File: src/rtl/decodePkg.sv
// decode stage shared widths, encodings and lane bundles
package decodePkg;

    ////////////////////
    // widths and counts
    ////////////////////
    localparam int WORD_W    = 32;
    localparam int GPR_W     = 5;
    localparam int EXC_W     = 5;
    localparam int LANES     = 2;    // lane 0 upper, lane 1 lower
    localparam int PRODUCERS = 3;    // 0 mem, 1 upper exe, 2 lower exe

    localparam logic [EXC_W-1:0] EXC_RI = 5'd10;    // reserved instruction

    ////////////////////
    // encodings
    ////////////////////
    typedef enum logic [5:0] {
        OP_SPECIAL = 6'h00,
        OP_ADDIU   = 6'h09,
        OP_ANDI    = 6'h0c,
        OP_ORI     = 6'h0d,
        OP_LUI     = 6'h0f
    } opcode_t;

    typedef enum logic [5:0] {
        FN_SLL  = 6'h00,
        FN_SRL  = 6'h02,
        FN_ADDU = 6'h21,
        FN_SUBU = 6'h23,
        FN_AND  = 6'h24,
        FN_OR   = 6'h25,
        FN_XOR  = 6'h26
    } funct_t;

    typedef enum logic [3:0] {
        ALU_NONE, ALU_ADD, ALU_SUB, ALU_AND, ALU_OR, ALU_XOR, ALU_SLL, ALU_SRL, ALU_LUI
    } aluOp_t;

    typedef enum logic [1:0] {EXT_SIGN, EXT_ZERO, EXT_UPPER} extendMode_t;

    // bit p+1 picks producer p, bit 0 the register file, all zero means wait
    typedef logic [PRODUCERS:0] fwdSel_t;
    localparam fwdSel_t FWD_REGFILE = fwdSel_t'(1);

    ////////////////////
    // bundles
    ////////////////////
    typedef struct packed {
        logic [WORD_W-1:0] inst;
        logic [WORD_W-1:0] vAddr;
        logic              hasException;
        logic [EXC_W-1:0]  excCode;
    } laneIn_t;

    typedef struct packed {
        laneIn_t [LANES-1:0] lane;
        logic [1:0]          issueMode;   // bit 1 upper present, bit 0 lower present
    } issuePair_t;

    typedef struct packed {
        logic [GPR_W-1:0] writeNum;
        logic             ready;
    } producer_t;

    typedef struct packed {
        logic              we;
        logic [GPR_W-1:0]  num;
        logic [WORD_W-1:0] data;
    } wbPort_t;

    typedef struct packed {
        aluOp_t                 aluOp;
        logic [GPR_W-1:0]       writeNum;
        logic [1:0][WORD_W-1:0] readData;    // [0] rs, [1] rt
        logic [WORD_W-1:0]      operand0;
        logic [WORD_W-1:0]      operand1;
        logic                   operand0IsReg;
        logic                   operand1IsReg;
        fwdSel_t [1:0]          fwdSel;
        logic [WORD_W-1:0]      vAddr;
        logic                   hasException;
        logic [EXC_W-1:0]       excCode;
    } laneOut_t;

endpackage

File: src/rtl/issueStageReg.sv
// stage register holding the instruction pair between issue queue and decode
`timescale 1ns/1ps

module issueStageReg (
    input  logic                  clk,
    input  logic                  reset_i,
    input  decodePkg::issuePair_t pair_i,
    input  logic                  update_i,
    input  logic                  clear_i,
    output decodePkg::issuePair_t pair_o
);
    import decodePkg::*;

    issuePair_t pairQ;

    always_ff @(posedge clk) begin
        if (reset_i || clear_i) begin
            pairQ <= '0;             // empty stage
        end else if (update_i) begin
            pairQ <= pair_i;
        end
    end

    assign pair_o = pairQ;

    ////////////////////
    // checks
    ////////////////////

    // the top never asks to load and drop in the same cycle
    updateClearExclusive: assert property (
        @(posedge clk) disable iff (reset_i)
        !(update_i && clear_i)
    ) else $error("stage register update and clear together");

    // a load is only requested with at least one lane present
    loadedPairNotEmpty: assert property (
        @(posedge clk) disable iff (reset_i)
        update_i |=> (pair_o.issueMode != 2'b00)
    ) else $error("stage register loaded an empty pair");

endmodule

File: src/rtl/gprFile.sv
// general purpose register file, four reads and two write-back ports
`timescale 1ns/1ps

module gprFile (
    input  logic                                                   clk,
    input  logic                                                   reset_i,
    input  logic [2*decodePkg::LANES-1:0][decodePkg::GPR_W-1:0]    readNum_i,
    output logic [2*decodePkg::LANES-1:0][decodePkg::WORD_W-1:0]   readData_o,
    input  decodePkg::wbPort_t                                     wbPort_i,
    input  decodePkg::wbPort_t                                     lateWbPort_i
);
    import decodePkg::*;

    logic [WORD_W-1:0] regs [1:31];    // r0 is not stored

    ////////////////////
    // write ports
    ////////////////////
    always_ff @(posedge clk) begin
        if (!reset_i) begin
            if (wbPort_i.we && wbPort_i.num != '0) begin
                regs[wbPort_i.num] <= wbPort_i.data;
            end
            // issued second so the late port wins a same-register collision
            if (lateWbPort_i.we && lateWbPort_i.num != '0) begin
                regs[lateWbPort_i.num] <= lateWbPort_i.data;
            end
        end
    end

    ////////////////////
    // read ports with write-through
    ////////////////////
    always_comb begin
        for (int i = 0; i < 2*LANES; i++) begin
            if (readNum_i[i] == '0) begin
                readData_o[i] = '0;
            end else if (lateWbPort_i.we && lateWbPort_i.num == readNum_i[i]) begin
                readData_o[i] = lateWbPort_i.data;
            end else if (wbPort_i.we && wbPort_i.num == readNum_i[i]) begin
                readData_o[i] = wbPort_i.data;
            end else begin
                readData_o[i] = regs[readNum_i[i]];
            end
        end
    end

    // a write aimed at r0 must still carry defined data from the back end
    noUnknownZeroWrite: assert property (
        @(posedge clk) disable iff (reset_i)
        !((wbPort_i.we && wbPort_i.num == '0 && $isunknown(wbPort_i.data)) ||
          (lateWbPort_i.we && lateWbPort_i.num == '0 && $isunknown(lateWbPort_i.data)))
    ) else $error("write to r0 with unknown data");

endmodule

File: src/rtl/instDecoder.sv
// one-lane decoder for the ALU subset with immediate and shift operand build
`timescale 1ns/1ps

module instDecoder (
    input  logic [decodePkg::WORD_W-1:0]      inst_i,
    output decodePkg::aluOp_t                 aluOp_o,
    output logic [1:0][decodePkg::GPR_W-1:0]  readNum_o,     // [0] rs, [1] rt
    output logic [1:0]                        needRead_o,
    output logic [decodePkg::GPR_W-1:0]       writeNum_o,
    output logic [decodePkg::WORD_W-1:0]      operand0_o,
    output logic [decodePkg::WORD_W-1:0]      operand1_o,
    output logic                              operand0IsReg_o,
    output logic                              operand1IsReg_o,
    output logic                              reservedInst_o
);
    import decodePkg::*;

    opcode_t     opcode;
    funct_t      funct;
    extendMode_t extMode;
    logic [15:0] imm;

    assign opcode = opcode_t'(inst_i[31:26]);
    assign funct  = funct_t'(inst_i[5:0]);
    assign imm    = inst_i[15:0];

    assign readNum_o  = {inst_i[20:16], inst_i[25:21]};
    assign operand0_o = {{(WORD_W-5){1'b0}}, inst_i[10:6]};    // sa field

    always_comb begin
        aluOp_o         = ALU_NONE;
        writeNum_o      = '0;
        needRead_o      = 2'b00;
        operand0IsReg_o = 1'b0;
        operand1IsReg_o = 1'b0;
        extMode         = EXT_SIGN;
        reservedInst_o  = 1'b0;
        case (opcode)
            OP_SPECIAL: begin
                writeNum_o      = inst_i[15:11];   // rd
                needRead_o      = 2'b11;
                operand0IsReg_o = 1'b1;
                operand1IsReg_o = 1'b1;
                case (funct)
                    FN_ADDU: aluOp_o = ALU_ADD;
                    FN_SUBU: aluOp_o = ALU_SUB;
                    FN_AND:  aluOp_o = ALU_AND;
                    FN_OR:   aluOp_o = ALU_OR;
                    FN_XOR:  aluOp_o = ALU_XOR;
                    FN_SLL, FN_SRL: begin
                        aluOp_o         = (funct == FN_SLL) ? ALU_SLL : ALU_SRL;
                        needRead_o      = 2'b10;       // rt only, sa replaces rs
                        operand0IsReg_o = 1'b0;
                    end
                    default: begin
                        reservedInst_o  = 1'b1;
                        writeNum_o      = '0;
                        needRead_o      = 2'b00;
                        operand0IsReg_o = 1'b0;
                        operand1IsReg_o = 1'b0;
                    end
                endcase
            end
            OP_ADDIU, OP_ANDI, OP_ORI: begin
                writeNum_o      = inst_i[20:16];   // rt
                needRead_o      = 2'b01;
                operand0IsReg_o = 1'b1;
                if (opcode == OP_ADDIU) begin
                    aluOp_o = ALU_ADD;
                end else begin
                    aluOp_o = (opcode == OP_ANDI) ? ALU_AND : ALU_OR;
                    extMode = EXT_ZERO;
                end
            end
            OP_LUI: begin
                aluOp_o    = ALU_LUI;
                writeNum_o = inst_i[20:16];
                extMode    = EXT_UPPER;
            end
            default: reservedInst_o = 1'b1;
        endcase
    end

    // immediate extender
    always_comb begin
        case (extMode)
            EXT_ZERO:  operand1_o = {{(WORD_W-16){1'b0}}, imm};
            EXT_UPPER: operand1_o = {imm, {(WORD_W-16){1'b0}}};
            default:   operand1_o = {{(WORD_W-16){imm[15]}}, imm};
        endcase
    end

endmodule

File: src/rtl/forwardUnit.sv
// forwarding source selection per operand and not-ready conflict detection
`timescale 1ns/1ps

module forwardUnit (
    input  logic [2*decodePkg::LANES-1:0][decodePkg::GPR_W-1:0] readNum_i,
    input  logic [2*decodePkg::LANES-1:0]                       needRead_i,
    input  decodePkg::producer_t [decodePkg::PRODUCERS-1:0]     producers_i,
    output decodePkg::fwdSel_t [2*decodePkg::LANES-1:0]         fwdSel_o,
    output logic                                                conflict_o
);
    import decodePkg::*;

    fwdSel_t [2*LANES-1:0] fwdWhich;
    fwdSel_t               readyMask;
    logic [2*LANES-1:0]    waitOp;

    // register file value is always ready
    always_comb begin
        readyMask[0] = 1'b1;
        for (int p = 0; p < PRODUCERS; p++) begin
            readyMask[p+1] = producers_i[p].ready;
        end
    end

    ////////////////////
    // per operand match
    ////////////////////
    always_comb begin
        for (int i = 0; i < 2*LANES; i++) begin
            fwdWhich[i] = FWD_REGFILE;
            // rising index so the lower execute lane overrides the rest
            for (int p = 0; p < PRODUCERS; p++) begin
                if (readNum_i[i] != '0 && producers_i[p].writeNum == readNum_i[i]) begin
                    fwdWhich[i]      = '0;
                    fwdWhich[i][p+1] = 1'b1;
                end
            end
            fwdSel_o[i] = fwdWhich[i] & readyMask;
            waitOp[i]   = needRead_i[i] && (fwdSel_o[i] == '0);
        end
    end

    assign conflict_o = |waitOp;

endmodule

File: src/rtl/decodeStage.sv
// dual-issue decode and issue stage, ALU subset, with forwarding and interlock
`timescale 1ns/1ps

module decodeStage (
    input  logic                                             clk,
    input  logic                                             reset_i,
    input  decodePkg::issuePair_t                            pair_i,
    output logic                                             allowin_o,
    input  logic                                             downAllowin_i,
    input  logic                                             flush_i,
    input  logic                                             dangerous_i,
    input  decodePkg::producer_t [decodePkg::PRODUCERS-1:0]  producers_i,
    input  decodePkg::wbPort_t                               wbPort_i,
    input  decodePkg::wbPort_t                               lateWbPort_i,
    output decodePkg::laneOut_t                              upOut_o,
    output decodePkg::laneOut_t                              downOut_o,
    output logic                                             upValid_o,
    output logic                                             downValid_o
);
    import decodePkg::*;

    issuePair_t                     pairQ;
    logic                           update, clear, stall, conflict, outOk;
    logic [2*LANES-1:0][GPR_W-1:0]  readNum;
    logic [2*LANES-1:0]             decNeedRead, needRead;
    logic [2*LANES-1:0][WORD_W-1:0] readData;
    fwdSel_t [2*LANES-1:0]          fwdSel;
    aluOp_t                         aluOp [LANES];
    logic [LANES-1:0][GPR_W-1:0]    writeNum;
    logic [LANES-1:0][WORD_W-1:0]   operand0, operand1;
    logic [LANES-1:0]               operand0IsReg, operand1IsReg, reservedInst;
    laneOut_t [LANES-1:0]           laneOut;

    issueStageReg stageReg (
        .clk(clk), .reset_i(reset_i), .pair_i(pair_i),
        .update_i(update), .clear_i(clear), .pair_o(pairQ)
    );

    gprFile gprs (
        .clk(clk), .reset_i(reset_i), .readNum_i(readNum), .readData_o(readData),
        .wbPort_i(wbPort_i), .lateWbPort_i(lateWbPort_i)
    );

    for (genvar l = 0; l < LANES; l++) begin : gLane
        instDecoder decoder (
            .inst_i(pairQ.lane[l].inst), .aluOp_o(aluOp[l]),
            .readNum_o(readNum[2*l +: 2]), .needRead_o(decNeedRead[2*l +: 2]),
            .writeNum_o(writeNum[l]), .operand0_o(operand0[l]), .operand1_o(operand1[l]),
            .operand0IsReg_o(operand0IsReg[l]), .operand1IsReg_o(operand1IsReg[l]),
            .reservedInst_o(reservedInst[l])
        );
        // absent lane never waits on a producer
        assign needRead[2*l +: 2] = decNeedRead[2*l +: 2] & {2{pairQ.issueMode[LANES-1-l]}};
    end

    forwardUnit fwd (
        .readNum_i(readNum), .needRead_i(needRead), .producers_i(producers_i),
        .fwdSel_o(fwdSel), .conflict_o(conflict)
    );

    ////////////////////
    // lane outputs
    ////////////////////
    always_comb begin
        for (int l = 0; l < LANES; l++) begin
            laneOut[l].aluOp         = aluOp[l];
            laneOut[l].writeNum      = writeNum[l];
            laneOut[l].readData      = readData[2*l +: 2];
            laneOut[l].operand0      = operand0[l];
            laneOut[l].operand1      = operand1[l];
            laneOut[l].operand0IsReg = operand0IsReg[l];
            laneOut[l].operand1IsReg = operand1IsReg[l];
            laneOut[l].fwdSel        = fwdSel[2*l +: 2];
            laneOut[l].vAddr         = pairQ.lane[l].vAddr;
            laneOut[l].hasException  = pairQ.lane[l].hasException || reservedInst[l];
            laneOut[l].excCode       = pairQ.lane[l].hasException ? pairQ.lane[l].excCode
                                                                  : EXC_RI;
        end
    end

    assign upOut_o   = laneOut[0];
    assign downOut_o = laneOut[1];

    ////////////////////
    // interlock
    ////////////////////
    assign stall       = dangerous_i || conflict;
    assign allowin_o   = (pairQ.issueMode == 2'b00) || (downAllowin_i && !stall);
    assign outOk       = !stall && downAllowin_i && !flush_i;
    assign upValid_o   = pairQ.issueMode[1] && outOk;
    assign downValid_o = pairQ.issueMode[0] && outOk;
    assign update      = allowin_o && (pair_i.issueMode != 2'b00) && !flush_i;
    assign clear       = flush_i || (allowin_o && pair_i.issueMode == 2'b00);

endmodule

File: config.mk
export PLATFORM = sky130hd
export DESIGN_NAME = decodeStage
export DESIGN_NICKNAME = d
export VERILOG_FILES = /design/src/rtl/decodePkg.sv /design/src/rtl/issueStageReg.sv /design/src/rtl/gprFile.sv /design/src/rtl/instDecoder.sv /design/src/rtl/forwardUnit.sv /design/src/rtl/decodeStage.sv
export SDC_FILE = /design/constraint.sdc
export NUM_CORES = 2
export LEC_CHECK = 0
export BUFFER_PORTS_ARGS = -buffer_cell sky130_fd_sc_hd__buf_2
export CAP_MARGIN = 40
export CORE_MARGIN = 3
export CORE_UTILIZATION = 44
export DETAILED_ROUTE_END_ITERATION = 7
export GPL_TIMING_DRIVEN = 0
export PLACE_DENSITY = 0.57
export SLEW_MARGIN = 10
export SYNTH_ARGS = -nofsm -noshare
export SYNTH_HDL_FRONTEND = slang
export SYNTH_HIERARCHICAL = 1
export SYNTH_SLANG_ARGS = --single-unit
File: constraint.sdc
create_clock -name clk -period 12.8 [get_ports clk]
set_input_delay 1.92 -clock clk [delete_from_list [all_inputs] [get_ports clk]]
set_output_delay 1.92 -clock clk [all_outputs]
set_load 0.02 [all_outputs]
==> reports/results.txt <==
Die Area -> 201000 µm²
Vias in the first global route -> 72100
Largest net degree at the start of global routing -> 23
CP delay by family, top -> buffers and inverters
Die width -> 448 µm
Post-synthesis async set-or-reset flop share -> 0%
Layout cell share with drive strength beyond 1 -> 45.5%
Number of routed nets with antenna violations -> 0
Combinational Power Share -> 18.1%
Worst r2r src -> stageReg/pair_o[134]
Hold WC Path Type -> reg -> reg
Fmax -> 125 MHz
Largest family of logic cells by synthesized area -> multiplexers
Violated checks -> DRC
Critical Path Sink -> upOut_o[151]
EDFF count, synth -> 992
GRT Overall Usage -> 55.6%
Cts hold-fix bufs -> 0
Setup_tns -> 0 ns
CP most frequent cell -> buf_2
TritonCTS Buffers -> 140
Top FF cell, synth -> edfxtp_1
DRC viols -> 1
Synth area leader -> edfxtp_1
Max clock buf depth -> 3
Post-CTS Repair Setup Buffers -> 0
CTS root buf -> clkbuf_16
Worst Skew -> 0.0327 ns
Complex-gate fraction of the synthesized area -> 8.00%
Cells after synthesis -> 6504
Hpwl dp -> 453000 µm
CTS tree -> done
XOR/XNOR Fraction of Synth Area -> 1.04%
Number of max-slew violations in the final report -> 0
Port Buf Inserts -> 493
Area occupied by multi-input gates -> 49300 µm²
Critical path launch point -> stageReg/pair_o[57]
Final net count -> 7775
Post-cts sizing count -> 0
Rel. slew slack -> 22.3%
Worst-path cell chain -> buf_4 > buf_2 > buf_4 > buf_2 > clkbuf_1 > a211oi_1 > a2111oi_2 > a31oi_1 > buf_2
Final wirelength -> 572000 µm
Sw Pwr -> 3.10 mW
Min Tclk post-route -> 8.00 ns
CP Max Fanout -> 11
Clock share of power -> 41.4%
Outcome -> finished with violations
H-tree lvl count -> 4
Area Growth Syn to Fin -> 18.4%
Synth warn -> 6
Setup crit start kind -> flip-flop
DR pass1 iterations -> 8
Initial Util -> 44.5%
Post-DR vias/cell -> 7.88
Reg area -> 32600 µm²
Area contributors post-synth -> edfxtp_1 (35%), mux4_2 (22%), mux2_2 (13%), mux2i_1 (6.2%), dfxtp_1 (3.3%)
CP endpoint kind -> output port
Initial antenna violation count -> 117
Slowest CP cell -> a2111oi_2
Final Hold Violating Endpoints -> 0
WP depth -> 9
First-pass GRT wire length -> 722000 µm
FF-to-FF setup slack -> 9.24 ns
Power Density -> 100 nW/µm²
Worst reg-to-reg path cell count -> 14
Syn Area/Cell -> 13.2 µm²
Core area -> 193000 µm²
DRT iter0 DRCs -> 16800
Row count -> 161
Ports -> 614
Hold Startpoint -> stageReg/pair_o[4]
Adder-Cell Fraction of Synth Area -> 0.0582%
Die Y -> 448 µm
Sequential Power Share -> 40.5%
Critical path class -> reg -> out
Via count -> 80900
Reg-to-reg critical path endpoint -> stageReg/pair_o[57]
Unrepaired setup endpoints after global routing -> false
Yosys reg bits -> 1134
Pre-CTS WS -> 5.69 ns
# Max-Cap Violations -> 0
VDD IR-drop max -> 0.130 mV
Worst slew pin tran -> 1.13 ns
CTS Sinks -> 1134
WP data arrival -> 6.08 ns
Post-synth top area share -> 34.7%
Mux cell area share after synthesis -> 42.3%
Switching share of power -> 30.4%
Post-synthesis simple-gate area fraction -> 5.15%
Fin crit share -> 62.5%
Fillcell total -> 16700
CP bufs+invs -> 6
Synth cell types -> 83
Setup violations, final -> 0
Leakage -> 34.3 nW
Wire per inst -> 55.8 µm
Clock transition at the registers of the reported paths -> 0.06 ns
CP required -> 10.88 ns
Worst skew pair latency -> 0.84 ns
P_int -> 7.12 mW
Max incr delay on CP -> 0.94 ns
Post-synthesis sequential area ratio -> 38.0%
Gr ovfl total -> 0
GP Congestion -> 1.20
Mapped cell area -> 86000 µm²
Setup ws final -> 4.80 ns
[synthesized netlist by cell type (all sizes together) (12+ instances only)]
master / instances
nor2: 394
o21ai: 141
o21a: 26
a22o: 69
or2: 15
nor3: 48
dfxtp: 142
o221a: 12
inv: 21
a211o: 35
and3: 19
mux4: 844
o22a: 45
xor2: 50
a21o: 30
xnor2: 52
a221oi: 22
nand3: 44
nor4: 67
a2111oi: 14
a31oi: 14
clkbuf: 463
o211ai: 13
nand2: 161
a41oi: 20
and2: 21
mux2i: 530
buf: 472
o221ai: 147
mux2: 1064
edfxtp: 992
nor2b: 42
o22ai: 91
a21oi: 169
or3: 27
nand2b: 29
a211oi: 75
[cells by family (layout without fill, tap and decap cells)]
| kind of cell | count (synthesis) | in the layout |
|---|---|---|
| DFF | 1134 | 1134 |
| AOI/OAI and AO/OA | 954 | 954 |
| buffers and inverters | 957 | 2046 |
| xor gates and xnor gates | 102 | 102 |
| adders and majority gates | 4 | 4 |
| other | 2 | 140 |
| muxes | 2438 | 2438 |
| and+or+nand+nor | 913 | 913 |
[worst min path at each step]
stage | end | cells past startpoint
3_5_place_dp | stageReg/pair_o[5] | 2
2_1_floorplan | stageReg/pair_o[3] | 2
4_1_cts | stageReg/pair_o[4] | 2
3_3_place_gp | stageReg/pair_o[5] | 2
6_report | stageReg/pair_o[4] | 2
5_1_grt | stageReg/pair_o[4] | 2
[state kept, by name (all words and copies together), names as in the netlist]
signal,cells
gprs/regs,992
stageReg/pair_o,142
[worst min-delay path, cell delays in order (launching register included)]
cell	delay, ns
dfxtp_1	0.32
mux2i_1	0.06
nor2_1	0.07
[power by group through the flow]
stage                     Clock [mW]  Sequential, mW  Combinational (mW)
after detailed placement           0            4.21                1.68
after floorplan                    0            4.19               0.879
after CTS                       4.22            4.13                1.69
after global placement             0            4.21                1.60
after global routing            4.37            4.14                1.81
final                           4.23            4.14                1.85
[placed cells by master (no fill, tap or decap), types with 23 or more instances in the layout]
cell type,netlist,layout
nor2b_1,42,42
edfxtp_1,992,992
mux4_2,844,844
nand3_1,42,42
buf_4,122,172
conb_1,2,54
a21oi_1,169,169
buf_12,0,32
a21o_1,30,30
a211oi_1,74,74
o21ai_0,141,124
buf_16,0,35
nand2_1,157,157
dfxtp_1,142,142
nand2b_1,29,29
o22a_1,45,45
a211o_1,35,35
buf_2,207,747
a22o_1,59,59
mux2_4,29,29
or3_1,26,26
buf_8,0,75
clkbuf_16,0,144
o221ai_1,147,147
o22ai_1,91,79
nor2_1,394,394
clkbuf_1,461,453
buf_1,95,77
xor2_1,50,50
clkbuf_2,2,36
nor3_1,46,43
xnor2_1,52,52
clkinv_1,1,23
mux2i_1,530,530
o21a_1,26,26
diode_2,0,86
mux2_2,1016,1016
nor4_1,64,64
buf_6,48,161
clkinv_2,0,25
[through the flow]
stage | power [mW] | util (%) | hold WS, ns | cells | instance area [µm²]
after detailed placement | 5.89 | 49.9 | 0.475 | 9866 | 96500
after floorplan | 5.07 | - | 0.451 | 6556 | 86200
after CTS | 10.0 | 52.3 | 0.489 | 10100 | 101000
final | 10.2 | 52.6 | 0.488 | 10300 | 102000
after global placement | 5.81 | 47.5 | 0.466 | 9575 | 91800
after global routing | 10.3 | 52.6 | 0.508 | 10200 | 102000
[area by class of cell]
cell class / instances / area share, %
clock inverters: 82 / 0.907
well taps: 2526 / 3.10
repair buffers: 832 / 6.91
diodes: 86 / 0.211
clock buffers: 175 / 3.70
flip-flops and latches: 1134 / 32.1
multi-input cells: 4465 / 48.5
plain buffers: 935 / 4.57
inverters: 22 / 0.0811
[routing by layer]
layer / global-route usage (%) / up-vias / part of all wire [%] / wire, µm
met2: 72.3 / 9261 / 38 / 219000
li1: - / 28300 / - / -
met4: 44.4 / 52 / 10 / 59600
met3: 35.0 / 2451 / 18 / 102000
met1: 63.6 / 40800 / 33 / 190000
met5: 5.82 / - / 0.29 / 1640
No activity file was read; power rests on OpenSTA's default activity.
